[src/logic/croc_pkg.sv]
package croc_pkg;

  // ----------------------------------------------------------------------
  // Bus widths
  // ----------------------------------------------------------------------
  localparam int unsigned AddrWidth = 32;
  localparam int unsigned DataWidth = 32;
  localparam int unsigned BeWidth   = DataWidth / 8;

  // ----------------------------------------------------------------------
  // Address map
  // ----------------------------------------------------------------------
  // SRAM also serves as the boot location
  localparam logic [AddrWidth-1:0] SramBaseAddr = 32'h1000_0000;
  localparam int unsigned SramNumWords      = 512;
  localparam int unsigned SramWordAddrWidth = 9;
  // Byte address bits spanned by the SRAM
  localparam int unsigned SramWinBits       = SramWordAddrWidth + 2;

  localparam logic [AddrWidth-1:0] PeriphBase  = 32'h0300_0000;
  localparam logic [AddrWidth-1:0] SocCtrlBase = 32'h0300_0000;
  localparam logic [AddrWidth-1:0] GpioBase    = 32'h0300_5000;
  localparam logic [AddrWidth-1:0] TimerBase   = 32'h0300_A000;

  // 64 KiB peripheral space, 4 KiB per block
  localparam int unsigned PeriphSpaceBits = 16;
  localparam int unsigned PeriphWinBits   = 12;

  // ----------------------------------------------------------------------
  // Register offsets
  // ----------------------------------------------------------------------
  localparam int unsigned RegOffsetWidth = 5;

  localparam logic [RegOffsetWidth-1:0] BootAddrOffs = 5'h00;
  localparam logic [RegOffsetWidth-1:0] FetchEnOffs  = 5'h04;

  localparam logic [RegOffsetWidth-1:0] GpioOutOffs       = 5'h00;
  localparam logic [RegOffsetWidth-1:0] GpioOutEnOffs     = 5'h04;
  localparam logic [RegOffsetWidth-1:0] GpioInOffs        = 5'h08;
  localparam logic [RegOffsetWidth-1:0] GpioIrqEnOffs     = 5'h0C;
  localparam logic [RegOffsetWidth-1:0] GpioIrqStatusOffs = 5'h10;

  localparam logic [RegOffsetWidth-1:0] TimerCtrlOffs  = 5'h00;
  localparam logic [RegOffsetWidth-1:0] TimerCmpOffs   = 5'h04;
  localparam logic [RegOffsetWidth-1:0] TimerCountOffs = 5'h08;

  // ----------------------------------------------------------------------
  // Pins, interrupts, error response
  // ----------------------------------------------------------------------
  localparam int unsigned GpioCount = 16;

  localparam int unsigned NumIrqs  = 2;
  localparam int unsigned IrqTimer = 0;
  localparam int unsigned IrqGpio  = 1;

  // Returned for any unmapped access
  localparam logic [DataWidth-1:0] ErrRspData = 32'hBADC_AB1E;

  typedef enum logic [2:0] {
    TgtSram,
    TgtSocCtrl,
    TgtGpio,
    TgtTimer,
    TgtError
  } bus_target_e;

endpackage

[src/logic/soc_ctrl_regs.sv]
module soc_ctrl_regs import croc_pkg::*; (
  input  logic                      clk_i,
  input  logic                      reset_i,
  input  logic                      req_i,
  input  logic                      we_i,
  input  logic [RegOffsetWidth-1:0] offs_i,
  input  logic [DataWidth-1:0]      wdata_i,
  input  logic                      fetch_en_i,
  output logic                      rvalid_o,
  output logic [DataWidth-1:0]      rdata_o,
  output logic [AddrWidth-1:0]      boot_addr_o,
  output logic                      fetch_enable_o
);

  logic [AddrWidth-1:0] boot_addr_q;
  logic                 fetch_en_q;
  logic                 rvalid_q;
  logic [DataWidth-1:0] rdata_d, rdata_q;

  always_ff @(posedge clk_i) begin
    if (reset_i) begin
      boot_addr_q <= SramBaseAddr;
      fetch_en_q  <= 1'b0;
      rvalid_q    <= 1'b0;
    end else begin
      rvalid_q <= req_i;
      if (req_i && we_i) begin
        case (offs_i)
          BootAddrOffs: boot_addr_q <= wdata_i;
          FetchEnOffs:  fetch_en_q  <= wdata_i[0];
          default: ;
        endcase
      end
    end
  end

  // Unknown offsets read as zero
  always_comb begin
    rdata_d = '0;
    if (req_i && !we_i) begin
      case (offs_i)
        BootAddrOffs: rdata_d = boot_addr_q;
        FetchEnOffs:  rdata_d = {{(DataWidth-1){1'b0}}, fetch_en_q};
        default: ;
      endcase
    end
  end

  always_ff @(posedge clk_i) begin
    rdata_q <= rdata_d;
  end

  assign rvalid_o       = rvalid_q;
  assign rdata_o        = rdata_q;
  assign boot_addr_o    = boot_addr_q;
  // The pin can start the core without a bus write
  assign fetch_enable_o = fetch_en_q | fetch_en_i;

endmodule

[config.mk]
export PLATFORM = sky130hd
export DESIGN_NAME = soc_ctrl_regs
export DESIGN_NICKNAME = d
export VERILOG_FILES = /design/src/logic/croc_pkg.sv /design/src/logic/soc_ctrl_regs.sv
export SDC_FILE = /design/constraint.sdc
export NUM_CORES = 1
export LEC_CHECK = 0
export BUFFER_PORTS_ARGS = -buffer_cell sky130_fd_sc_hd__clkbuf_2
export CAP_MARGIN = 0
export CELL_PAD_IN_SITES_DETAIL_PLACEMENT = 0
export CELL_PAD_IN_SITES_GLOBAL_PLACEMENT = 1
export CORE_MARGIN = 2
export CORE_UTILIZATION = 37
export DETAILED_ROUTE_END_ITERATION = 8
export PLACE_DENSITY = 0.88
export SLEW_MARGIN = 5
export SYNTH_ARGS = -nofsm -noshare
export SYNTH_HDL_FRONTEND = slang
export SYNTH_SLANG_ARGS = --single-unit
export TNS_END_PERCENT = 100
[constraint.sdc]
create_clock -name clk_i -period 1.99 [get_ports clk_i]
set_input_delay 0.0995 -clock clk_i [delete_from_list [all_inputs] [get_ports clk_i]]
set_output_delay 0.0995 -clock clk_i [all_outputs]
set_load 0.005 [all_outputs]
==> results.md <==
* Starting density of the core at 0.382
* Overall die height at 84.7 um
* Number of nets in the final layout at 376
* Post-Place Cell Area at 3030 um^2
* RSZ-0062 raised after global routing: no
* Synthesized Nets at 261
* Buffers plus inverters on the worst setup path at 3
* Final cell count without fillers at a little over 400
* Worst setup slack for register-to-register paths at approximately 1300 ps
* Max-cap violation count at 0
* Global-route wire length before repair at 7660 um
* Vias at ~1800
* Largest net degree at the start of global routing at 33
* Path category of the worst min-delay check: in2reg
* Setup TNS Final at 0 ps
* Routability Congestion at 0.689
* Synth Warn # at 0
* Number of buffers added by the clock tree synthesis step at 9
* Fmax at 0.595 GHz
* Count of mapped cells out of synthesis at roughly 220
* Highest ir drop seen on vdd at 374 uV
* Utilization after layout at 0.518
* Part of the cycle the worst path needs at 0.845
* Fraction of the yosys area taken by sequential cells at 0.548
* Root buffer cell: sky130_fd_sc_hd__clkbuf_8
* Pin slew with the least headroom to its limit at 361 ps
* Placement Rows at 29
* Vias in the first global route at ~1700
* Overall power consumption at 2.53 mW
* Per-cell routed wire length at roughly 11 um
* Crit path max fanout at 32
* Cells taking the most area after synthesis: sky130_fd_sc_hd__dfxtp_1, sky130_fd_sc_hd__nand2b_1, sky130_fd_sc_hd__mux2i_1
* Number of enable-type register cells in the synthesized netlist at 0
* Clk_lat worst skew at about 320 ps
* Fraction of power consumed by combinational cells at 0.048
* Met3 demand-to-capacity share in global routing at 0.0452
* Cell accounting for the most synthesized area: sky130_fd_sc_hd__dfxtp_1
* Routed vias/inst at 4.32
* Sequential fraction of design power at 0.524
* Number of flip-flops and latches in the synthesized netlist at 66
* Maximum clock insertion buffer count at 2
* Pwr Density at 775 nW/um^2
* TritonCTS clock tree: yes
* Category of the critical setup timing path: in2reg
* Switch share at 0.200
* Net switching power at 0.507 mW
* Cell area after technology mapping at 2410 um^2
* Worst clock skew at 4.81 ps
* Final critical-path required period at 1680 ps
* Final hold vios at 0
* Met1 routing resource usage after global routing at 0.162
* Synthesized area divided by synthesized cell count at around 11 um^2
* CP cell instances: dlygate4sd3_1 -> clkbuf_2 -> or3b_4 -> nor4_4 -> buf_12 -> mux2i_1
* Tightest slew margin relative to the limit at 0.759
* Gr busiest metal: met2
* Data required time of the worst path at 2230 ps
* Top cells by instance count after synthesis: sky130_fd_sc_hd__dfxtp_1, sky130_fd_sc_hd__nand2b_1, sky130_fd_sc_hd__mux2i_1
* Remaining DRCs at 0
* Horiz. Die Dim at around 85 um
* I/O Buffers at between 100 and 150
* Number of distinct standard cells referenced by the synthesized netlist at 16
* Standard cell core area at 6310 um^2
* Most frequently used flop master after synthesis: sky130_fd_sc_hd__dfxtp_1
* Cell leakage power at around 1.5 nW
* Post-route cell area at 3270 um^2
* Count of fill cells added during filler insertion at between 600 and 700
* H-tree levels at 3
* Layout-stage area growth over the synthesis result at 35.6%
* Crit path max-delay cell type: sky130_fd_sc_hd__dlygate4sd3_1
* Internal power at between 2 and 2.5 mW
* Share of async-settable or async-resettable flops after synthesis at 0
* Max incr delay on CP at 520 ps
* Total gr overflow at 0
* Clock network power share at 0.428
* First-pass detailed-route iteration total at 4
* Fraction of layout instances using a drive strength above 1 at 0.386
* N_diodes at 0
* Area enclosed by the die boundary at 7180 um^2
* Number of instances in the placed design at 395
* Most frequent cell after synthesis: sky130_fd_sc_hd__dfxtp_1
* Count of antenna-violating nets left after detailed routing at 0
* Clock input transition at the sequential cells of the worst setup and hold paths at about 70 ps
* M2 GR Usage at 0.214
* Number of failing setup endpoints in the final timing report at 0
* Count of pins on the block boundary at roughly 110
* Critical Path Sink Type: flop
* Signal arrival time at the worst endpoint at around 1900 ps
* Final Slew Violations at 0
* Aggregate routed wire length at ~4600 um
* GRT Util Overall at 0.135
* Cell family contributing the most delay on the critical path: buffers and inverters
* Violation count after the first detailed-route iteration at between 50 and 60
* Sum of net half-perimeters after detailed placement at 3380 um
* Proportion of netlist area held by the largest area contributor at 0.548
* Count of clock tree sinks at 66
* Initial antenna violation count at 0
* CP startpoint kind: input pin
* Outcome: finished, final reports clean
-- cell type report --
type	instances	area, um^2	area share
clock inverter	3	40.0	0.0122
clock buffer	11	151	0.0463
sequential	66	1320	0.404
tap	77	96.3	0.0295
multi-input combinational	140	1020	0.313
timing repair buffer	117	636	0.194
-- sequential cells by signal (all words and copies together), names as in the netlist --
signal	cells
rdata_o	32
boot_addr_o	32
fetch_en_q	1
rvalid_o	1
-- placed cells by master, fill, tap and decap left out, drive strengths merged --
master,instances
buf,5
mux2i,34
nor2,2
nor2b,1
clkbuf,118
or2,1
dlygate4sd3,5
dfxtp,66
or3,1
and2,31
nor4,2
or3b,1
clkinv,2
nand2b,64
nand2,1
bufinv,1
nor3,2
-- timing repair --
action	in CTS	in global routing
hold buffers	5	0
buffers inserted	0	0
hold endpoints to repair	5	0
resized for setup	0	0
-- kinds of logic (layout without fill, tap and decap cells) --
| kind of cell | count (synthesis) | count (layout) | share of synthesized area |
|---|---|---|---|
| simple gates | 106 | 106 | 0.281 |
| mux | 34 | 34 | 0.141 |
| buf+inv | 13 | 131 | 0.0296 |
| flops | 66 | 66 | 0.548 |
-- power groups by stage --
stage	combinational [mW]	clock (mW)	sequential [mW]
final	0.123	1.08	1.33
after global routing	0.138	1.19	1.33
after CTS	0.125	1.12	1.33
after detailed placement	0.117	0	1.36
after global placement	0.116	0	1.36
after floorplan	0.0581	0	1.36
-- through the flow --
| stage | hold WS (ps) | worst slack, ps |
|---|---|---|
| after floorplan | 228 | 625 |
| after global placement | 327 | 548 |
| after detailed placement | 332 | 485 |
| after CTS | 1.42 | 301 |
| after global routing | 2.63 | 220 |
| final | 17.3 | 308 |
-- worst min-delay path, delay by kind of cell --
kind | cells | cell delay [ps]
buf+inv | 1 | 80
simple gates | 1 | 60
mux | 1 | 60
-- final timing paths --
check,startpoint,endpoint,cells after the start
worst max-delay path,req_i,boot_addr_o[27],6
worst min-delay path,wdata_i[22],boot_addr_o[22],3
worst max register to register,boot_addr_o[0],rdata_o[0],2
worst min register to register,boot_addr_o[17],rdata_o[17],1
-- per-layer routing --
metal | up-vias | part of all wire
met5 | - | 0
met4 | 0 | 0.012
met3 | 5 | 0.066
met2 | 60 | 0.47
met1 | 800 | 0.45
li1 | 924 | -
Note: power is estimated with default switching activity, not from simulation.
