==> src/logic/croc_pkg.sv <==
package croc_pkg;

  // ----------------------------------------------------------------------
  // Bus widths
  // ----------------------------------------------------------------------
  localparam int unsigned AddrWidth = 32;
  localparam int unsigned DataWidth = 32;
  localparam int unsigned BeWidth   = DataWidth / 8;

  // ----------------------------------------------------------------------
  // Address map
  // ----------------------------------------------------------------------
  // SRAM also serves as the boot location
  localparam logic [AddrWidth-1:0] SramBaseAddr = 32'h1000_0000;
  localparam int unsigned SramNumWords      = 512;
  localparam int unsigned SramWordAddrWidth = 9;
  // Byte address bits spanned by the SRAM
  localparam int unsigned SramWinBits       = SramWordAddrWidth + 2;

  localparam logic [AddrWidth-1:0] PeriphBase  = 32'h0300_0000;
  localparam logic [AddrWidth-1:0] SocCtrlBase = 32'h0300_0000;
  localparam logic [AddrWidth-1:0] GpioBase    = 32'h0300_5000;
  localparam logic [AddrWidth-1:0] TimerBase   = 32'h0300_A000;

  // 64 KiB peripheral space, 4 KiB per block
  localparam int unsigned PeriphSpaceBits = 16;
  localparam int unsigned PeriphWinBits   = 12;

  // ----------------------------------------------------------------------
  // Register offsets
  // ----------------------------------------------------------------------
  localparam int unsigned RegOffsetWidth = 5;

  localparam logic [RegOffsetWidth-1:0] BootAddrOffs = 5'h00;
  localparam logic [RegOffsetWidth-1:0] FetchEnOffs  = 5'h04;

  localparam logic [RegOffsetWidth-1:0] GpioOutOffs       = 5'h00;
  localparam logic [RegOffsetWidth-1:0] GpioOutEnOffs     = 5'h04;
  localparam logic [RegOffsetWidth-1:0] GpioInOffs        = 5'h08;
  localparam logic [RegOffsetWidth-1:0] GpioIrqEnOffs     = 5'h0C;
  localparam logic [RegOffsetWidth-1:0] GpioIrqStatusOffs = 5'h10;

  localparam logic [RegOffsetWidth-1:0] TimerCtrlOffs  = 5'h00;
  localparam logic [RegOffsetWidth-1:0] TimerCmpOffs   = 5'h04;
  localparam logic [RegOffsetWidth-1:0] TimerCountOffs = 5'h08;

  // ----------------------------------------------------------------------
  // Pins, interrupts, error response
  // ----------------------------------------------------------------------
  localparam int unsigned GpioCount = 16;

  localparam int unsigned NumIrqs  = 2;
  localparam int unsigned IrqTimer = 0;
  localparam int unsigned IrqGpio  = 1;

  // Returned for any unmapped access
  localparam logic [DataWidth-1:0] ErrRspData = 32'hBADC_AB1E;

  typedef enum logic [2:0] {
    TgtSram,
    TgtSocCtrl,
    TgtGpio,
    TgtTimer,
    TgtError
  } bus_target_e;

endpackage

==> src/logic/gpio_regs.sv <==
module gpio_regs import croc_pkg::*; (
  input  logic                      clk_i,
  input  logic                      reset_i,
  input  logic                      req_i,
  input  logic                      we_i,
  input  logic [RegOffsetWidth-1:0] offs_i,
  input  logic [DataWidth-1:0]      wdata_i,
  output logic                      rvalid_o,
  output logic [DataWidth-1:0]      rdata_o,
  input  logic [GpioCount-1:0]      gpio_i,
  output logic [GpioCount-1:0]      gpio_o,
  output logic [GpioCount-1:0]      gpio_out_en_o,
  output logic [GpioCount-1:0]      gpio_in_sync_o,
  output logic                      irq_o
);

  logic [GpioCount-1:0] out_q, out_en_q, irq_en_q, irq_status_q;
  logic [GpioCount-1:0] sync1_q, sync2_q, prev_q;
  logic [GpioCount-1:0] rise, status_clr;
  logic                 rvalid_q;
  logic [DataWidth-1:0] rdata_d, rdata_q;

  assign rise       = sync2_q & ~prev_q & irq_en_q;
  assign status_clr = (req_i && we_i && offs_i == GpioIrqStatusOffs) ?
                      wdata_i[GpioCount-1:0] : '0;

  always_ff @(posedge clk_i) begin
    if (reset_i) begin
      out_q        <= '0;
      out_en_q     <= '0;
      irq_en_q     <= '0;
      irq_status_q <= '0;
      sync1_q      <= '0;
      sync2_q      <= '0;
      prev_q       <= '0;
      rvalid_q     <= 1'b0;
    end else begin
      // Two-flop synchronizer, then edge history
      sync1_q      <= gpio_i;
      sync2_q      <= sync1_q;
      prev_q       <= sync2_q;
      rvalid_q     <= req_i;
      // A new edge wins over a clear in the same cycle
      irq_status_q <= (irq_status_q & ~status_clr) | rise;
      if (req_i && we_i) begin
        case (offs_i)
          GpioOutOffs:   out_q    <= wdata_i[GpioCount-1:0];
          GpioOutEnOffs: out_en_q <= wdata_i[GpioCount-1:0];
          GpioIrqEnOffs: irq_en_q <= wdata_i[GpioCount-1:0];
          default: ;
        endcase
      end
    end
  end

  always_comb begin
    rdata_d = '0;
    if (req_i && !we_i) begin
      case (offs_i)
        GpioOutOffs:       rdata_d = DataWidth'(out_q);
        GpioOutEnOffs:     rdata_d = DataWidth'(out_en_q);
        GpioInOffs:        rdata_d = DataWidth'(sync2_q);
        GpioIrqEnOffs:     rdata_d = DataWidth'(irq_en_q);
        GpioIrqStatusOffs: rdata_d = DataWidth'(irq_status_q);
        default: ;
      endcase
    end
  end

  always_ff @(posedge clk_i) begin
    rdata_q <= rdata_d;
  end

  assign rvalid_o       = rvalid_q;
  assign rdata_o        = rdata_q;
  assign gpio_o         = out_q;
  assign gpio_out_en_o  = out_en_q;
  assign gpio_in_sync_o = sync2_q;
  assign irq_o          = |irq_status_q;

endmodule

==> config.mk <==
export PLATFORM = sky130hd
export DESIGN_NAME = gpio_regs
export DESIGN_NICKNAME = d
export VERILOG_FILES = /design/src/logic/croc_pkg.sv /design/src/logic/gpio_regs.sv
export SDC_FILE = /design/constraint.sdc
export NUM_CORES = 1
export LEC_CHECK = 0
export BUFFER_PORTS_ARGS = -buffer_cell sky130_fd_sc_hd__clkbuf_2
export CORE_ASPECT_RATIO = 0.9
export CORE_MARGIN = 3
export CORE_UTILIZATION = 40
export DETAILED_ROUTE_END_ITERATION = 8
export GPL_TIMING_DRIVEN = 0
export PLACE_DENSITY = 0.75
export SYNTH_ARGS = -nofsm -noshare
export SYNTH_HDL_FRONTEND = slang
export SYNTH_SLANG_ARGS = --single-unit
==> constraint.sdc <==
create_clock -name clk_i -period 1.8 [get_ports clk_i]
set_input_delay 0.18 -clock clk_i [delete_from_list [all_inputs] [get_ports clk_i]]
set_output_delay 0.18 -clock clk_i [all_outputs]
set_load 0.01 [all_outputs]
==> out/metrics.yaml, run 1 <==
hold_path:
  hold_path_class: "in -> reg"
logic_synthesis:
  synth_top_area_share_pct: 50.6
  ys_seq_elements: 129
  avgSynthCellArea_sq_um: 9.31
  ys_seq_area_share_pct: 50.6
  synthAdderAreaFrac_pct: 0
  synth_top_family_by_area: "simple AND/OR/NAND/NOR gates"
  syn_inst: 548
  synth_mux_area_share_pct: 6.28
  synth_compound_area_share_pct: 17.7
  synth_area_leaders: "dfxtp_1, a21oi_1, mux2i_1, nor2b_1, nand3b_1"
  syn_area_sq_mm: 0.00510
  yosys.area.top_type: "dfxtp_1"
  yosysWarningCount: 0
  synth_cell_type_count: 24
  synth_simple_gate_area_share_pct: 18.1
  synthXorXnorAreaFrac_pct: 0
worst_setup_path:
  cp_slowest_cell: "nor4_1"
  critPathLaunchType: "flop"
  cp_data_required_time_ns: 1.62
  cp_top_family: "simple AND/OR/NAND/NOR gates"
  crit_path_cell_trace: "nor4_1 -> nand4_1 -> clkbuf_2"
  critPathMaxStageDelay_ns: 0.39
  crit_arrival_ns: 1.53
  critPathKind: "reg -> out"
  end_kind: "output port"
  crit_fanout: 3
  worst-path-buf-inv: 1
floorplan:
  die_width_um: 125
  fp.dieArea_sq_mm: 0.0142
  core-area_sq_mm: 0.0123
  io-pin-count: 139
  initial_core_util_pct: 41.6
  fp-row-count: 38
  die_h_um: 113
timing:
  finalSetupTns_ns: 0
  finClkSkew_ns: 0.00743
  maxSlewViolCount: 0
  timing.final.crit_share_pct: 95.1
  slew_headroom_pct: 38.5
  worstMarginPinSlew_ns: 0.923
  finalSetupViolations: 0
  max_freq_mhz: 584
  fin_crit_ns: 1.71
  rsz0062_at_grt: "no"
  hold_viol: 0
  setup_slack_ns: 0.0873
global_routing:
  gr-usage-all-layers_pct: 23.1
  grt_pass1_vias: 4622
  grt_pass1_wl_um: 25100
  grt_max_degree: 17
  grt-ovfl-total: 0
  antenna_found_initial: 0
cells_and_area:
  drive_gt1_share_pct: 22.5
  nets: 759
  final_cell_mix: "dfxtp_1, clkbuf_2, a21oi_1"
  n_antenna_cell: 0
  multi_input_area_sq_mm: 0.00221
  seqCellArea_sq_mm: 0.00258
  fillCellCount: 1113
  areaGrowthSynthToFinish_pct: 29.6
  layout_commonest_cell: "dfxtp_1"
  fin_util_pct: 53.9
clocking:
  clk_pin_slew_ns: 0.05
  h-tree-depth: 4
  cts-root-buf: "clkbuf_16"
  cts_resized: 0
  post_cts_buffers: 0
  worstSkewPairLatency_ns: 0.42
  cts_tree: "built"
  cts_buffer_depth: 2
  numCtsBuffers: 17
  postCtsHoldBufs: 16
  tritoncts_num_sinks: 129
run:
  drv_cap: 0
place:
  dp_slack_ns: -0.166
  io_buffers: 104
  gp_congestion: 0.929
  dp_hpwl_um: 11700
routing:
  drc: 0
  via_count: 4782
  totalWireLength_um: 16200
  dr.pass1.iters: 5
  met3_length_um: 1170
  antenna_left: 0
  route.top_layer_used: "met4"
  routed_via_density: 5.47
  drt-met1-wl_um: 6990
  post_drt_wl_per_cell_um: 18.5
  wl_met2_um: 7560
  drt_iter0_markers: 254
power_and_ir_drop:
  leakagePower_nw: 2.63
  ir_drop_mv: 0.693
  p_per_area_mw_per_mm2: 1010
run_status:
  status: "complete, no violations"
==> layer usage <==
layer	track usage [%]	vias to the layer above
met1	29.6	2303
met2	37.1	216
met3	5.76	34
li1	-	2229
met5	0	-
met4	10.5	0
==> report_power, final <==
part	internal, mW	leakage, nW	switching [mW]
Combinational	0.168	1.30	0.265
Sequential	2.91	1.05	0.0262
Clock	2.10	0.284	1.23
==> tightest hold or removal path, stage by stage <==
cell      delay, ns
clkbuf_2       0.12
nand3_1        0.07
a21oi_1        0.06
==> flip-flops by register name, indices dropped and copies added, names as in the netlist <==
| name | cells |
|---|---|
| prev_q | 16 |
| irq_en_q | 16 |
| sync1_q | 16 |
| gpio_out_en_o | 16 |
| rdata_o | 16 |
| rvalid_o | 1 |
| gpio_o | 16 |
| gpio_in_sync_o | 16 |
| irq_status_q | 16 |
==> cells by family (layout without fill, tap and decap cells) <==
kind of cell           count (synthesis)  in the layout
DFF                                  129            129
muxes                                 32             32
AOI/OAI and AO/OA                    161            161
and+or+nand+nor                      146            146
other                                  1             16
buffers and inverters                 79            231
==> final cells by class <==
class                      instances  area share (%)
clock buffer                      22            7.02
sequential                       129            39.0
tap                              160            3.03
buffer                            63            4.67
timing repair buffer             120            10.3
multi-input combinational        355            33.4
clock inverter                    10            1.66
inverter                          16           0.908
==> per-stage QoR <==
step / area (sq um) / std cells / hold WS, ns / power, mW
2_1_floorplan: 5160 / 563 / 0.308 / 3.21
3_3_place_gp: 5880 / 827 / 0.387 / 3.38
3_5_place_dp: 5880 / 827 / 0.395 / 3.39
4_1_cts: 6620 / 875 / 0.0439 / 6.73
5_1_grt: 6620 / 875 / 0.0547 / 6.92
6_report: 6620 / 875 / 0.0640 / 6.70
==> Yosys cell counts (all sizes together) <==
master    n
a21oi    80
and3      1
and3b     1
buf      29
clkbuf   34
conb      1
dfxtp   129
inv      16
mux2i    32
nand2     1
nand3    49
nand3b   33
nand4     1
nor2b    49
nor4      5
nor4b     3
o21ai    49
o22a     16
o31ai    16
or4       1
or4b      2
==> path summary, 6_finish.rpt <==
path / start / end / slack, ns / cells past startpoint
worst min register to register: sync1_q[3] / gpio_in_sync_o[3] / 0.43 / 1
worst min-delay path: wdata_i[14] / irq_en_q[14] / 0.06 / 3
worst max register to register: gpio_in_sync_o[14] / rdata_o[14] / 0.75 / 3
worst max-delay path: irq_status_q[15] / irq_o / 0.09 / 3
(Power assumes the default switching activity.)
==> inputs of run 2 (changes only) <==
--- a/config.mk
+++ b/config.mk
@@ -12,6 +12,7 @@
 export DETAILED_ROUTE_END_ITERATION = 8
 export GPL_TIMING_DRIVEN = 0
 export PLACE_DENSITY = 0.75
+export REMOVE_ABC_BUFFERS = 1
 export SYNTH_ARGS = -nofsm -noshare
 export SYNTH_HDL_FRONTEND = slang
 export SYNTH_SLANG_ARGS = --single-unit
==> out/metrics.yaml, run 2 (synthesis results as in run 1) <==
global_routing:
  gr-max-usage-layer: "met2"
  met3_usage_pct: 5.19  # -0.57 points
  grt_max_degree: 60  # +43
  grt_pass1_vias: 4568  # -1.2%
  grtUsageMet2_pct: 34.3  # -2.8 points
  antenna_found_initial: 0  # unchanged
  grt-ovfl-total: 0  # unchanged
  gr-usage-all-layers_pct: 20.2  # -2.9 points
  use_met1_pct: 25.2  # -4.5 points
  grt_pass1_wl_um: 22800  # -9.2%
power_and_ir_drop:
  pwr-share-clk_pct: 51.3  # +1.5 points
  ir_drop_mv: 1.02  # +47%
  p_total_mw: 6.83  # +1.9%
  p_switching_mw: 1.49  # -2.5%
  intPower_mw: 5.34  # +3.2%
  sequentialPowerShare_pct: 42.9  # -0.9 points
  comb_power_share_pct: 5.8  # -0.7 points
  leakagePower_nw: 2.55  # -3.0%
  sw_frac_of_total_pct: 21.8  # -0.99 points
  p_per_area_mw_per_mm2: 1050  # +3.4%
worst_setup_path:
  critPathLaunchType: "primary input"
  rrSetupSlack_ns: 0.85  # +0.10 ns
  critPathKind: "in -> reg"
  crit_path_cell_trace: "clkbuf_2 -> or4_2 -> o21ai_0 -> a21oi_1"
  cp_slowest_cell: "or4_2"
  crit_fanout: 48  # +45
  cp_top_family: "simple AND/OR/NAND/NOR gates"
  crit_path_start: "offs_i[1]"
  end_kind: "flop"
  crit_arrival_ns: 2.00  # +0.47 ns
  worst-path-buf-inv: 1  # unchanged
  cp_data_required_time_ns: 2.06  # +0.44 ns
  reg2reg_to: "rdata_o[13]"
  r2r_start: "gpio_in_sync_o[13]"
  cp-endpoint: "gpio_out_en_o[12]"
  critPathMaxStageDelay_ns: 1.16  # +0.77 ns
  reg2reg_depth: 3  # unchanged
  path_depth: 4  # +1
cells_and_area:
  final_cell_mix: "dfxtp_1, clkbuf_2, a21oi_1"
  final_area_sq_mm: 0.00652  # -1.5%
  n_antenna_cell: 0  # unchanged
  nets: 707  # -6.9%
  layout_commonest_cell: "dfxtp_1"
  areaGrowthSynthToFinish_pct: 27.7
  drive_gt1_share_pct: 23.1  # +0.56 points
clocking:
  tritoncts_num_sinks: 129  # unchanged
  cts_buffer_depth: 2  # unchanged
  worstSkewPairLatency_ns: 0.41  # about the same
  clk_pin_slew_ns: 0.06  # about the same
  cts-root-buf: "clkbuf_16"
  numCtsBuffers: 17  # unchanged
  cts_tree: "built"
  h-tree-depth: 4  # unchanged
floorplan:
  fp.dieArea_sq_mm: 0.0142  # unchanged
  io-pin-count: 139  # unchanged
  die_h_um: 113  # unchanged
  initial_core_util_pct: 41.6  # unchanged
  fp-row-count: 38  # unchanged
  die_width_um: 125  # unchanged
  core-area_sq_mm: 0.0123  # unchanged
place:
  dp_hpwl_um: 8790  # -25%
  io_buffers: 106  # +1.9%
  place_area_sq_mm: 0.00570  # -3.0%
  gp_congestion: 0.778  # -16%
routing:
  dr.pass1.iters: 7  # +2
  drc: 0  # unchanged
  post_drt_wl_per_cell_um: 17.3  # -6.3%
  via_count: 4468  # -6.6%
  antenna_left: 0  # unchanged
  totalWireLength_um: 14200  # -12%
  drt_iter0_markers: 330  # +30%
  routed_via_density: 5.43  # -0.66%
run:
  drv_cap: 0  # unchanged
timing:
  slew_headroom_pct: 39.5  # +0.96 points
  rsz0062_at_grt: "no"
  maxSlewViolCount: 0  # unchanged
  max_freq_mhz: 575  # -1.6%
  fin_crit_ns: 1.74  # +0.0278 ns
  finClkSkew_ns: 0.00575  # -0.00168 ns
  finalSetupViolations: 0  # unchanged
  worstMarginPinSlew_ns: 0.908  # -0.0143 ns
  timing.final.crit_share_pct: 96.7  # +1.5 points
  hold_viol: 0  # unchanged
run_status:
  status: "complete, no violations"
hold_path:
  hold_path_class: "in -> reg"
run 2: cell types whose count changed in the layout (fill, tap and decap cells not counted), moves of 2 or more:
| cell | previous run | this run |
|---|---|---|
| clkbuf_1 | 37 | 3 |
| buf_2 | 10 | 0 |
| buf_4 | 16 | 6 |
| buf_1 | 3 | 0 |
| clkinv_2 | 5 | 2 |
| clkinvlp_4 | 1 | 4 |
| nor4_1 | 5 | 2 |
| nor4_2 | 0 | 3 |
| buf_6 | 0 | 2 |
| clkinv_4 | 2 | 0 |
| nor4b_2 | 2 | 0 |
| nor4b_4 | 0 | 2 |
run 2: layer usage:
metal	part of all wire, %	wire [um]
met1	44	6290
met2	48	6880
met3	6.2	887
met4	1.3	185
met5	0	0
run 2: worst reg2reg max path, stage by stage, from the launching register on:
cell     delay, ns
dfxtp_1       0.39
mux2i_1       0.10
o22a_1        0.23
a21oi_1       0.14
run 2: worst min-delay path by stage:
stage,start,end,slack (ns),cells past startpoint
detailed placement,gpio_i[14],sync1_q[14],0.39,2
global route,wdata_i[3],gpio_o[3],0.05,3
CTS,wdata_i[2],gpio_o[2],0.04,3
floorplan,reset_i,gpio_o[0],0.25,1
finish,wdata_i[2],gpio_o[2],0.05,3
global placement,gpio_i[15],sync1_q[15],0.39,2
run 2: what timing repair did:
item,CTS,global route
endpoints found under the setup margin,81,18
endpoints found under the hold margin,16,0
buffers inserted,2,0
hold buffers,16,0
resized for setup,5,4
run 2: per-stage QoR:
stage / setup TNS, ns / utilization [%] / hold slack, ns / cells / setup WS [ns]
finish: 0 / 53.1 / 0.0522 / 823 / 0.0596
global route: 0 / 53.1 / 0.0516 / 823 / 0.00147
CTS: 0 / 53.0 / 0.0371 / 823 / 0.0274
detailed placement: -91.81 / 46.5 / 0.393 / 773 / -1.74
global placement: -162.23 / 45.5 / 0.387 / 766 / -2.96
floorplan: -37.81 / - / 0.249 / 500 / -1.18
run 2: area by class of cell:
cell class,count,area [sq um]
fillers,1108,5750
flip-flops and latches,129,2580
multi-input cells,355,2260
repair buffers,131,803
clock buffers,23,478
well taps,160,200
clock inverters,9,130
inverters,16,60.1
run 2: power groups by stage:
| stage | sequential, mW | combinational, mW | clock [mW] |
|---|---|---|---|
| after floorplan | 2.99 | 0.129 | 0 |
| after global placement | 2.99 | 0.324 | 0 |
| after detailed placement | 2.99 | 0.356 | 0 |
| after CTS | 2.93 | 0.389 | 3.55 |
| after global routing | 2.93 | 0.425 | 3.67 |
| final | 2.93 | 0.393 | 3.50 |
