File: src/logic/croc_pkg.sv
package croc_pkg;

  // ----------------------------------------------------------------------
  // Bus widths
  // ----------------------------------------------------------------------
  localparam int unsigned AddrWidth = 32;
  localparam int unsigned DataWidth = 32;
  localparam int unsigned BeWidth   = DataWidth / 8;

  // ----------------------------------------------------------------------
  // Address map
  // ----------------------------------------------------------------------
  // SRAM also serves as the boot location
  localparam logic [AddrWidth-1:0] SramBaseAddr = 32'h1000_0000;
  localparam int unsigned SramNumWords      = 512;
  localparam int unsigned SramWordAddrWidth = 9;
  // Byte address bits spanned by the SRAM
  localparam int unsigned SramWinBits       = SramWordAddrWidth + 2;

  localparam logic [AddrWidth-1:0] PeriphBase  = 32'h0300_0000;
  localparam logic [AddrWidth-1:0] SocCtrlBase = 32'h0300_0000;
  localparam logic [AddrWidth-1:0] GpioBase    = 32'h0300_5000;
  localparam logic [AddrWidth-1:0] TimerBase   = 32'h0300_A000;

  // 64 KiB peripheral space, 4 KiB per block
  localparam int unsigned PeriphSpaceBits = 16;
  localparam int unsigned PeriphWinBits   = 12;

  // ----------------------------------------------------------------------
  // Register offsets
  // ----------------------------------------------------------------------
  localparam int unsigned RegOffsetWidth = 5;

  localparam logic [RegOffsetWidth-1:0] BootAddrOffs = 5'h00;
  localparam logic [RegOffsetWidth-1:0] FetchEnOffs  = 5'h04;

  localparam logic [RegOffsetWidth-1:0] GpioOutOffs       = 5'h00;
  localparam logic [RegOffsetWidth-1:0] GpioOutEnOffs     = 5'h04;
  localparam logic [RegOffsetWidth-1:0] GpioInOffs        = 5'h08;
  localparam logic [RegOffsetWidth-1:0] GpioIrqEnOffs     = 5'h0C;
  localparam logic [RegOffsetWidth-1:0] GpioIrqStatusOffs = 5'h10;

  localparam logic [RegOffsetWidth-1:0] TimerCtrlOffs  = 5'h00;
  localparam logic [RegOffsetWidth-1:0] TimerCmpOffs   = 5'h04;
  localparam logic [RegOffsetWidth-1:0] TimerCountOffs = 5'h08;

  // ----------------------------------------------------------------------
  // Pins, interrupts, error response
  // ----------------------------------------------------------------------
  localparam int unsigned GpioCount = 16;

  localparam int unsigned NumIrqs  = 2;
  localparam int unsigned IrqTimer = 0;
  localparam int unsigned IrqGpio  = 1;

  // Returned for any unmapped access
  localparam logic [DataWidth-1:0] ErrRspData = 32'hBADC_AB1E;

  typedef enum logic [2:0] {
    TgtSram,
    TgtSocCtrl,
    TgtGpio,
    TgtTimer,
    TgtError
  } bus_target_e;

endpackage

File: src/logic/timer_unit.sv
module timer_unit import croc_pkg::*; (
  input  logic                      clk_i,
  input  logic                      reset_i,
  input  logic                      req_i,
  input  logic                      we_i,
  input  logic [RegOffsetWidth-1:0] offs_i,
  input  logic [DataWidth-1:0]      wdata_i,
  output logic                      rvalid_o,
  output logic [DataWidth-1:0]      rdata_o,
  output logic                      irq_o
);

  logic                 enable_q, irq_q, rvalid_q, match;
  logic [DataWidth-1:0] cmp_q, count_q;
  logic [DataWidth-1:0] rdata_d, rdata_q;

  assign match = enable_q && (count_q == cmp_q);

  always_ff @(posedge clk_i) begin
    if (reset_i) begin
      enable_q <= 1'b0;
      cmp_q    <= '0;
      count_q  <= '0;
      irq_q    <= 1'b0;
      rvalid_q <= 1'b0;
    end else begin
      rvalid_q <= req_i;
      irq_q    <= match;
      // Wrap on match, so pulses come every cmp+1 cycles
      if (match) begin
        count_q <= '0;
      end else if (enable_q) begin
        count_q <= count_q + 1'b1;
      end
      if (req_i && we_i) begin
        case (offs_i)
          TimerCtrlOffs:  enable_q <= wdata_i[0];
          TimerCmpOffs:   cmp_q    <= wdata_i;
          TimerCountOffs: count_q  <= wdata_i;
          default: ;
        endcase
      end
    end
  end

  always_comb begin
    rdata_d = '0;
    if (req_i && !we_i) begin
      case (offs_i)
        TimerCtrlOffs:  rdata_d = {{(DataWidth-1){1'b0}}, enable_q};
        TimerCmpOffs:   rdata_d = cmp_q;
        TimerCountOffs: rdata_d = count_q;
        default: ;
      endcase
    end
  end

  always_ff @(posedge clk_i) begin
    rdata_q <= rdata_d;
  end

  assign rvalid_o = rvalid_q;
  assign rdata_o  = rdata_q;
  assign irq_o    = irq_q;

  assert property (@(posedge clk_i) disable iff (reset_i) irq_o |=> !irq_o);

endmodule

File: config.mk
export PLATFORM = sky130hd
export DESIGN_NAME = timer_unit
export DESIGN_NICKNAME = d
export VERILOG_FILES = /design/src/logic/croc_pkg.sv /design/src/logic/timer_unit.sv
export SDC_FILE = /design/constraint.sdc
export NUM_CORES = 1
export LEC_CHECK = 0
export ABC_AREA = 1
export BUFFER_PORTS_ARGS = -buffer_cell sky130_fd_sc_hd__buf_4
export CAP_MARGIN = 40
export CORE_ASPECT_RATIO = 1.1
export CORE_MARGIN = 10
export CORE_UTILIZATION = 33
export DETAILED_ROUTE_END_ITERATION = 8
export SKIP_LAST_GASP = 1
export SYNTH_ARGS = -nofsm -noshare
export SYNTH_HDL_FRONTEND = slang
export SYNTH_SLANG_ARGS = --single-unit
File: constraint.sdc
create_clock -name clk_i -period 5.05 [get_ports clk_i]
set_input_delay 0.2525 -clock clk_i [delete_from_list [all_inputs] [get_ports clk_i]]
set_output_delay 0.2525 -clock clk_i [all_outputs]
set_load 0.02 [all_outputs]
==> summary.txt, run 1 <==
R2R Path Start -> count_q[20]$_SDFF_PP0_
Reg2Reg Setup Slack -> 2650 ps
crit-path cells -> xnor2_1 > nand2_1 > nor2_1 > nand2_1 > nor2_1 > nand3_1 > buf_4 > nand3_1 > a21oi_1
I/O pin count -> 75
Slew Viols, Final -> 0
Power Density -> 244 nW/µm²
Leakage -> 2.49 nW
final wirelength -> 17000 µm
dpl hpwl -> 12700 µm
most frequent cells in the layout -> nand2_1 (192), inv_1 (105), nor2_1 (99), dfxtp_1 (99), buf_4 (78)
slowest stage delay, CP -> 520 ps
#FFs+latches synth -> 99
DR WL/cell -> 16.3 µm
critical path arrival -> 2600 ps
FP Rows -> 48
CTS root buf -> clkbuf_16
Worst path top cell family by delay -> simple AND/OR/NAND/NOR gates
GR Layer Usage met3 -> 0.0338
vias in the first global route -> 5031
clk slew on worst S/H paths -> 70 ps
port bufs -> 74
peak fanout along the critical path -> 17
met2 usage -> 0.249
TritonCTS Buffers -> 9
mux contribution to synthesized area -> 0
via count -> 5206
Buffers & Inverters on Critical Path -> 1
kind of critical path -> reg2reg
initial antenna violation count -> 0
fillers -> 1693
Crit-path slowest cell -> nand3_1
Resized cells post-CTS -> 0
total of max-cap violations -> 0
grt met1 use -> 0.204
simple-gate share of the synthesized area -> 0.329
Endpoint, Worst Hold -> rvalid_o$_SDFF_PP0_
largest family of logic cells by synthesized area -> simple AND/OR/NAND/NOR gates
TritonCTS clock tree -> done
Skew-Pair Late Insertion Delay -> 360 ps
hold depth -> 3
Seq/Total Area, Yosys -> 0.372
Warnings, synthesis -> 0
final net count -> 883
fin crit period -> 2400 ps
post-synthesis adder-cell area fraction -> 0.00235
syn_nets -> 825
Setup TNS Final -> 0 ps
fraction of layout instances using a drive strength above 1 -> 0.147
drt via density -> 4.99
global placement routability congestion -> 0.963
largest net degree at the start of global routing -> 68
actual slew at the worst max-slew pin -> 905 ps
Initial Util -> 0.337
Core Region -> 15800 µm²
Final Setup Violations -> 0
DR DRC count -> 0
CP Capture Type -> register
mapped cell area -> 5330 µm²
Max Freq -> 0.416 GHz
final hold vios -> 0
hold path start -> req_i
status -> finished, final reports clean
final antenna-violating net count -> 0
GRT busiest layer -> met2
Reg2Reg Depth -> 9
worst vdd ir -> 109 µV
Rel. slew slack -> 0.397
syn_area_per_cell -> 6.80 µm²
Sink Count -> 99
most common cell after layout, fill and taps aside -> nand2_1
DP Area -> 6050 µm²
cell area after layout -> 6330 µm²
Clock Skew -> 7.25 ps
final worst path period share -> 0.476
Synth Area in Compound Gates -> 0.140
Initial DRC Count -> 460
Die Span Y -> 153 µm
GRT Total Usage -> 0.155
area grow syn2layout -> 18.8%
GR Overflow Total -> 0
Unique masters post-synth -> 28
reg2reg end -> count_q[2]$_SDFF_PP0_
Post-CTS Setup Bufs -> 0
Synth Area in XOR/XNOR -> 0.0493
first-pass GRT wire length -> 27300 µm
Pre-antenna DRT Iters -> 5
Worst EP required -> 5250 ps
Worst path depth -> 9
post-cts hold buffer count -> 0
area of the die -> 21600 µm²
H-tree levels -> 3
Antenna Diode Count -> 0
Mapped Cells -> 783
startpoint types -> register
clk buf depth -> 2
min-delay worst type -> in2reg
die width -> 141 µm
unrepaired setup endpoints after global routing -> false
==> worst max path at each step <==
stage                           start                     end  slack, ps
2_1_floorplan               offs_i[1]   cmp_q[0]$_SDFFE_PP0P_       3370
3_3_place_gp                offs_i[2]  count_q[12]$_SDFF_PP0_       2420
3_5_place_dp                offs_i[1]  cmp_q[26]$_SDFFE_PP0P_       2400
4_1_cts        count_q[20]$_SDFF_PP0_   count_q[2]$_SDFF_PP0_       2640
5_1_grt        count_q[15]$_SDFF_PP0_   count_q[6]$_SDFF_PP0_       2460
6_report       count_q[20]$_SDFF_PP0_   count_q[2]$_SDFF_PP0_       2650
==> synthesized netlist by cell type <==
| library cell | number | share of area |
|---|---|---|
| nor2_2 | 2 | 0.0023 |
| clkinv_1 | 1 | 0.00070 |
| nand2_1 | 192 | 0.14 |
| buf_6 | 4 | 0.0085 |
| clkbuf_1 | 20 | 0.014 |
| nor3_1 | 6 | 0.0056 |
| inv_2 | 2 | 0.0014 |
| or3_1 | 1 | 0.0012 |
| nand3_1 | 65 | 0.061 |
| nor2_4 | 1 | 0.0021 |
| a211oi_2 | 24 | 0.056 |
| nor3_4 | 1 | 0.0031 |
| nand2_4 | 1 | 0.0021 |
| o21ai_0 | 9 | 0.0085 |
| nand3b_1 | 3 | 0.0042 |
| xnor2_1 | 8 | 0.013 |
| a21oi_1 | 49 | 0.046 |
| and3_1 | 1 | 0.0012 |
| inv_1 | 105 | 0.074 |
| nor2_8 | 1 | 0.0038 |
| nor4_1 | 2 | 0.0023 |
| o22ai_1 | 25 | 0.029 |
| buf_2 | 9 | 0.0085 |
| nand4_1 | 29 | 0.034 |
| ha_1 | 1 | 0.0023 |
| nor2_1 | 100 | 0.070 |
| xor2_1 | 22 | 0.036 |
| dfxtp_1 | 99 | 0.37 |
==> report_power, final <==
| group | switching (mW) | internal, mW |
|---|---|---|
| combinational | 0.0470 | 0.0318 |
| sequential | 0.00328 | 0.784 |
| clock | 0.298 | 0.380 |
==> tightest hold or removal path, delay by kind of cell <==
| family | cells | cell delay [ps] |
|---|---|---|
| buffers and inverters | 2 | 140 |
| and+or+nand+nor | 1 | 60 |
==> flip-flops by register name, summed over array words and instances (netlist names) <==
| register | cells |
|---|---|
| rvalid_o | 1 |
| cmp_q | 32 |
| irq_o | 1 |
| rdata_o | 32 |
| count_q | 32 |
| enable_q | 1 |
==> routing by layer <==
| metal | vias to the layer above | routed length [µm] |
|---|---|---|
| met5 | - | 0 |
| li1 | 2648 | - |
| met1 | 2389 | 7880 |
| met4 | 0 | 210 |
| met2 | 154 | 7910 |
| met3 | 15 | 1030 |
==> through the flow <==
step,hold slack (ps),std cells,setup slack [ps],util,total power [mW]
finish,127,1044,2650,0.401,1.54
global route,150,1044,2460,0.401,1.59
CTS,125,1044,2640,0.401,1.56
detailed placement,490,1030,2400,0.383,0.883
global placement,484,1028,2420,0.380,0.882
floorplan,359,783,3370,-,0.840
==> cells by family after synthesis <==
family	after synthesis
and+or+nand+nor	405
buffers and inverters	141
adders and majority gates	1
xor gates and xnor gates	30
DFF	99
AOI/OAI and AO/OA	107
==> final cells by class <==
cell class	instances	area [µm²]	area share
clock inverter	2	38.8	0.00613
clock buffer	12	236	0.0374
tap	200	250	0.0395
timing repair buffer	80	641	0.101
multi-input combinational	543	2780	0.439
inverter	108	405	0.0640
sequential	99	1980	0.313
Note: power is estimated with default switching activity, not from simulation.
==> run 2, diff against run 1 <==
--- a/config.mk
+++ b/config.mk
@@ -5,7 +5,7 @@
 export SDC_FILE = /design/constraint.sdc
 export NUM_CORES = 1
 export LEC_CHECK = 0
-export ABC_AREA = 1
+export ABC_AREA = 0
 export BUFFER_PORTS_ARGS = -buffer_cell sky130_fd_sc_hd__buf_4
 export CAP_MARGIN = 40
 export CORE_ASPECT_RATIO = 1.1
==> constraint.sdc (replaced) <==
create_clock -name clk_i -period 2.12 [get_ports clk_i]
set_input_delay 0.106 -clock clk_i [delete_from_list [all_inputs] [get_ports clk_i]]
set_output_delay 0.106 -clock clk_i [all_outputs]
set_load 0.02 [all_outputs]
==> run 2 against run 1 <==
Against the previous run: sequential power is 140% higher; total power is 140% higher; die area is 12% lower; global-route usage is 1.2 points lower; flip-flop and latch count stayed put; clock power is 140% higher; critical path depth is 3 lower; area after synthesis is 14% lower.
==> summary.txt, run 2 <==
dpl hpwl -> 10300 µm
simple-gate share of the synthesized area -> 0.256
critical path arrival -> 2200 ps
Max Freq -> 0.510 GHz
mux contribution to synthesized area -> 0.00873
peak fanout along the critical path -> 22
status -> finished, final reports clean
startpoint types -> register
unrepaired setup endpoints after global routing -> false
CTS root buf -> clkbuf_16
Skew-Pair Late Insertion Delay -> 360 ps
clk buf depth -> 2
top cell type's share of synthesized area -> 0.432
via count -> 4264
Antenna Diode Count -> 0
slowest stage delay, CP -> 420 ps
Post-synth ARST share -> 0
Final Setup Violations -> 0
syn_area_per_cell -> 8.49 µm²
Setup TNS Final -> 0 ps
final hold vios -> 0
Post-synth top cells -> nand2_1 (108), dfxtp_1 (99), xor2_1 (45)
GR Overflow Total -> 0
CP Capture Type -> register
DR DRC count -> 0
post-synthesis adder-cell area fraction -> 0.00273
final net count -> 695
syn_nets -> 582
Main synth FF type -> dfxtp_1
largest net degree at the start of global routing -> 24
Pre-antenna DRT Iters -> 5
Unique masters post-synth -> 39
worst vdd ir -> 427 µV
die width -> 132 µm
mapped cell area -> 4580 µm²
area of the die -> 19000 µm²
Warnings, synthesis -> 0
H-tree levels -> 3
TritonCTS Buffers -> 9
Overall Power -> 3.70 mW
area leader, netlist -> dfxtp_1
GRT busiest layer -> met2
Crit-path slowest cell -> dfxtp_1
Mapped Cells -> 540
Rel. slew slack -> 0.722
final worst path period share -> 0.926
Die Span Y -> 144 µm
initial antenna violation count -> 0
Power Density -> 609 nW/µm²
min-delay worst type -> in2reg
TritonCTS clock tree -> done
Initial DRC Count -> 223
vias in the first global route -> 4385
Worst EP required -> 2350 ps
fraction of layout instances using a drive strength above 1 -> 0.207
#FFs+latches synth -> 99
GR Layer Usage met3 -> 0.0370
met2 usage -> 0.247
Finished Core Util -> 0.443
Seq/Total Area, Yosys -> 0.432
DR WL/cell -> 16.3 µm
crit-path cells -> inv_1 > a2111oi_2 > nand4_1 > nor4_4 > buf_4 > o31ai_1
top cells by area, synth -> dfxtp_1 (43%), nand2_1 (8.8%), xor2_1 (8.6%)
Initial Util -> 0.334
EDFF count, synth -> 0
kind of critical path -> reg2reg
most frequent cells in the layout -> buf_4 (109), nand2_1 (108), dfxtp_1 (99), xor2_1 (45), nor2_1 (43)
total of max-cap violations -> 0
Slew Viols, Final -> 0
fin crit period -> 1960 ps
FP Rows -> 45
first-pass GRT wire length -> 22100 µm
Leakage -> 2.38 nW
Hold Slack -> 11.0 ps
fillers -> 1389
Sink Count -> 99
Core Region -> 13700 µm²
most common cell in the netlist -> nand2_1
clk slew on worst S/H paths -> 70 ps
Synth Area in XOR/XNOR -> 0.105
port bufs -> 74
area grow syn2layout -> 32.6%
largest family of logic cells by synthesized area -> simple AND/OR/NAND/NOR gates
Synth Area in Compound Gates -> 0.151
global placement routability congestion -> 0.948
I/O pin count -> 75
Clock Skew -> 9.34 ps
storage element area -> 1980 µm²
final wirelength -> 13700 µm
grt met1 use -> 0.172
most common cell after layout, fill and taps aside -> buf_4
drt via density -> 5.05
final antenna-violating net count -> 0
GRT Total Usage -> 0.144
area of the multi-input gates -> 2430 µm²
actual slew at the worst max-slew pin -> 418 ps
==> run 2: cell count changes in the layout (fill, tap and decap cells not counted), sizes merged, moves of 29 or more <==
cell / change
a22oi: +32
buf: +29
dlygate4sd3: +32
inv: -103
nand2: -85
nand3: -51
nor2: -61
o31ai: +29
==> run 2: final cells by class <==
| class | count | share of cell area |
|---|---|---|
| clock buffers | 11 | 0.0399 |
| flip-flops and latches | 99 | 0.326 |
| well taps | 188 | 0.0387 |
| inverters | 4 | 0.00247 |
| clock inverters | 3 | 0.00659 |
| repair buffers | 141 | 0.187 |
| multi-input cells | 398 | 0.399 |
==> run 2: routing by layer <==
| layer | vias to the layer above | wire, µm |
|---|---|---|
| li1 | 2109 | - |
| met1 | 2042 | 6190 |
| met2 | 96 | 6590 |
| met3 | 17 | 685 |
| met4 | 0 | 256 |
| met5 | - | 0 |
==> run 2: critical path, delay by kind of cell (launching register included) <==
family	cells	cell delay [ps]
and+or+nand+nor	2	500
AOI/OAI and AO/OA	2	470
buffers and inverters	2	440
DFF	1	420
==> run 2: logic make-up (layout without fill, tap and decap cells) <==
logic type	count (synthesis)	after routing
multiplexers	4	4
AND/OR/NAND/NOR	236	236
flip-flops	99	99
buffers and inverters	43	159
adder cells (fa/ha/maj)	1	1
XOR/XNOR	55	55
AO/OA/AOI/OAI	102	102
==> run 2: final timing paths <==
kind / from / endpoint / slack [ps] / cells after the start
setup reg to reg: count_q[29]$_SDFF_PP0_ / count_q[0]$_SDFF_PP0_ / 160 / 6
hold / removal: req_i / rvalid_o$_SDFF_PP0_ / 10 / 2
hold reg to reg: cmp_q[20]$_SDFFE_PP0P_ / cmp_q[20]$_SDFFE_PP0P_ / 490 / 2
setup / recovery: count_q[29]$_SDFF_PP0_ / count_q[0]$_SDFF_PP0_ / 160 / 6
==> run 2: through the flow <==
step,setup WS (ps),instances,cell area (µm²)
3_5_place_dp,96.2,797,5460
5_1_grt,26.5,844,6080
6_report,158,844,6080
2_1_floorplan,227,540,4580
3_3_place_gp,160,797,5460
4_1_cts,71.3,843,6070
==> run 2: repair_timing <==
action,in CTS,in global routing
endpoints found under the hold margin,35,0
gates resized for setup,0,1
setup endpoints to repair,0,23
setup buffers,0,1
hold buffers,32,0
==> run 2: power by group <==
group | internal (mW) | total, mW | switching, mW
clock | 0.930 | 1.62 | 0.693
combinational | 0.114 | 0.210 | 0.0962
sequential | 1.87 | 1.87 | 0.00648
==> run 3, diff against run 2 <==
==> constraint.sdc (replaced) <==
create_clock -name clk_i -period 2.12 [get_ports clk_i]
set_input_delay 0.424 -clock clk_i [delete_from_list [all_inputs] [get_ports clk_i]]
set_output_delay 0.424 -clock clk_i [all_outputs]
set_load 0.02 [all_outputs]
==> run 3 against run 2 <==
Against the previous run: die area unchanged; core utilization is 1.8 points lower; non-clock buffer count down 32; sequential power is essentially flat; clock-buffer cell count unchanged; critical path depth is 1 higher; routed wire length grew 0.27%; critical path type unchanged; critical endpoint is now count_q[30]$_SDFF_PP0_; largest cell class unchanged.
==> summary.txt, run 3 (same netlist as run 2, synthesis figures left out) <==
status -> finished, final reports clean
Skew-Pair Late Insertion Delay -> 340 ps
kind of critical path -> reg2reg
R2R Path Start -> count_q[25]$_SDFF_PP0_
area of the die -> 19000 µm²
Leakage -> 2.27 nW
Worst path top cell family by delay -> simple AND/OR/NAND/NOR gates
most used cell, CP -> buf_4
Reg2Reg Setup Slack -> 130 ps
CTS root buf -> clkbuf_16
final antenna-violating net count -> 0
crit-path cells -> buf_4 > and4_1 > nor4b_1 > buf_4 > nor2_1 > or4_1 > o21ai_1
vias in the first global route -> 4273
Reg2Reg Depth -> 7
Sink Count -> 99
Crit-path slowest cell -> or4_1
startpoint types -> register
GRT Total Usage -> 0.145
reg2reg end -> count_q[30]$_SDFF_PP0_
final worst path period share -> 0.940
Clock Skew -> 6.70 ps
via count -> 4136
Antenna Diode Count -> 0
Setup crit end -> count_q[30]$_SDFF_PP0_
largest net degree at the start of global routing -> 21
Finished Layout Cells -> 814
unrepaired setup endpoints after global routing -> false
Post-CTS Setup Bufs -> 0
DP Cell Count -> 798
dpl hpwl -> 10400 µm
critical path arrival -> 2270 ps
Resized cells post-CTS -> 0
worst vdd ir -> 454 µV
Slew Viols, Final -> 0
fillers -> 1411
CP Capture Type -> register
Worst EP required -> 2400 ps
clk slew on worst S/H paths -> 70 ps
Worst path depth -> 7
die width -> 132 µm
post-cts hold buffer count -> 0
global placement routability congestion -> 0.899
total of max-cap violations -> 0
peak fanout along the critical path -> 4
TritonCTS clock tree -> done
Core Region -> 13700 µm²
initial antenna violation count -> 0
cell area after layout -> 5830 µm²
area grow syn2layout -> 27.2%
Power Density -> 661 nW/µm²
fin crit period -> 1990 ps
Initial DRC Count -> 265
DR WL/cell -> 16.9 µm
H-tree levels -> 3
TritonCTS Buffers -> 9
I/O pin count -> 75
first-pass GRT wire length -> 22300 µm
DR DRC count -> 0
Max Freq -> 0.502 GHz
GR Overflow Total -> 0
Worst Setup SP -> count_q[25]$_SDFF_PP0_
Buffers & Inverters on Critical Path -> 2
final hold vios -> 0
Finished Core Util -> 0.424
Rel. slew slack -> 0.516
slowest stage delay, CP -> 400 ps
final net count -> 663
fraction of layout instances using a drive strength above 1 -> 0.225
Initial Util -> 0.334
actual slew at the worst max-slew pin -> 727 ps
min-delay worst type -> in2reg
Setup TNS Final -> 0 ps
clk buf depth -> 2
drt via density -> 5.08
DP Area -> 5480 µm²
port bufs -> 74
most frequent cells in the layout -> nand2_1 (108), buf_4 (108), dfxtp_1 (99), xor2_1 (45), nor2_1 (43)
Die Span Y -> 144 µm
Final Setup Violations -> 0
final wirelength -> 13800 µm
Pre-antenna DRT Iters -> 5
FP Rows -> 45
-- run 3: cell types whose count changed in the layout (fill, tap and decap cells not counted), sizes merged --
cell	before	now
bufinv	1	2
dlygate4sd3	32	0
clkinvlp	0	1
-- run 3: final cells by class --
cell class              instances  area [µm²]  area share
clock inverters                 5        85.1      0.0146
clock buffers                  11         253      0.0433
inverters                       4        15.0     0.00258
flip-flops and latches         99        1980       0.340
repair buffers                109         831       0.142
multi-input cells             398        2430       0.417
well taps                     188         235      0.0403
-- run 3: per-stage QoR --
step                      hold WS [ps]  power (mW)  setup WS (ps)
after floorplan                    458        1.97            227
after global placement             470        2.08            131
after detailed placement           478        2.08            108
after CTS                          263        3.90           96.4
after global routing               265        3.98          0.811
final                              266        3.86            128
-- run 3: how the worst min path moves through the flow --
| stage | from | end | slack (ps) | cells past startpoint |
|---|---|---|---|---|
| CTS | reset_i | cmp_q[31]$_SDFFE_PP0P_ | 260 | 2 |
| global route | reset_i | cmp_q[31]$_SDFFE_PP0P_ | 270 | 2 |
| floorplan | cmp_q[6]$_SDFFE_PP0P_ | cmp_q[6]$_SDFFE_PP0P_ | 460 | 2 |
| finish | reset_i | cmp_q[31]$_SDFFE_PP0P_ | 270 | 2 |
| global placement | cmp_q[21]$_SDFFE_PP0P_ | cmp_q[21]$_SDFFE_PP0P_ | 470 | 2 |
| detailed placement | cmp_q[21]$_SDFFE_PP0P_ | cmp_q[21]$_SDFFE_PP0P_ | 480 | 2 |
-- run 3: per-layer routing --
metal,vias up,part of all wire,track usage
met5,-,0,0
met3,12,0.056,0.0325
met4,0,0.012,0.0342
met2,94,0.48,0.251
met1,1980,0.45,0.178
li1,2050,-,-
-- run 3: power breakdown --
| part | internal, mW | total [mW] | switching (mW) |
|---|---|---|---|
| combinational | 0.0780 | 0.166 | 0.0879 |
| sequential | 1.86 | 1.87 | 0.00653 |
| clock | 1.10 | 1.82 | 0.717 |
| total | 3.05 | 3.86 | 0.811 |
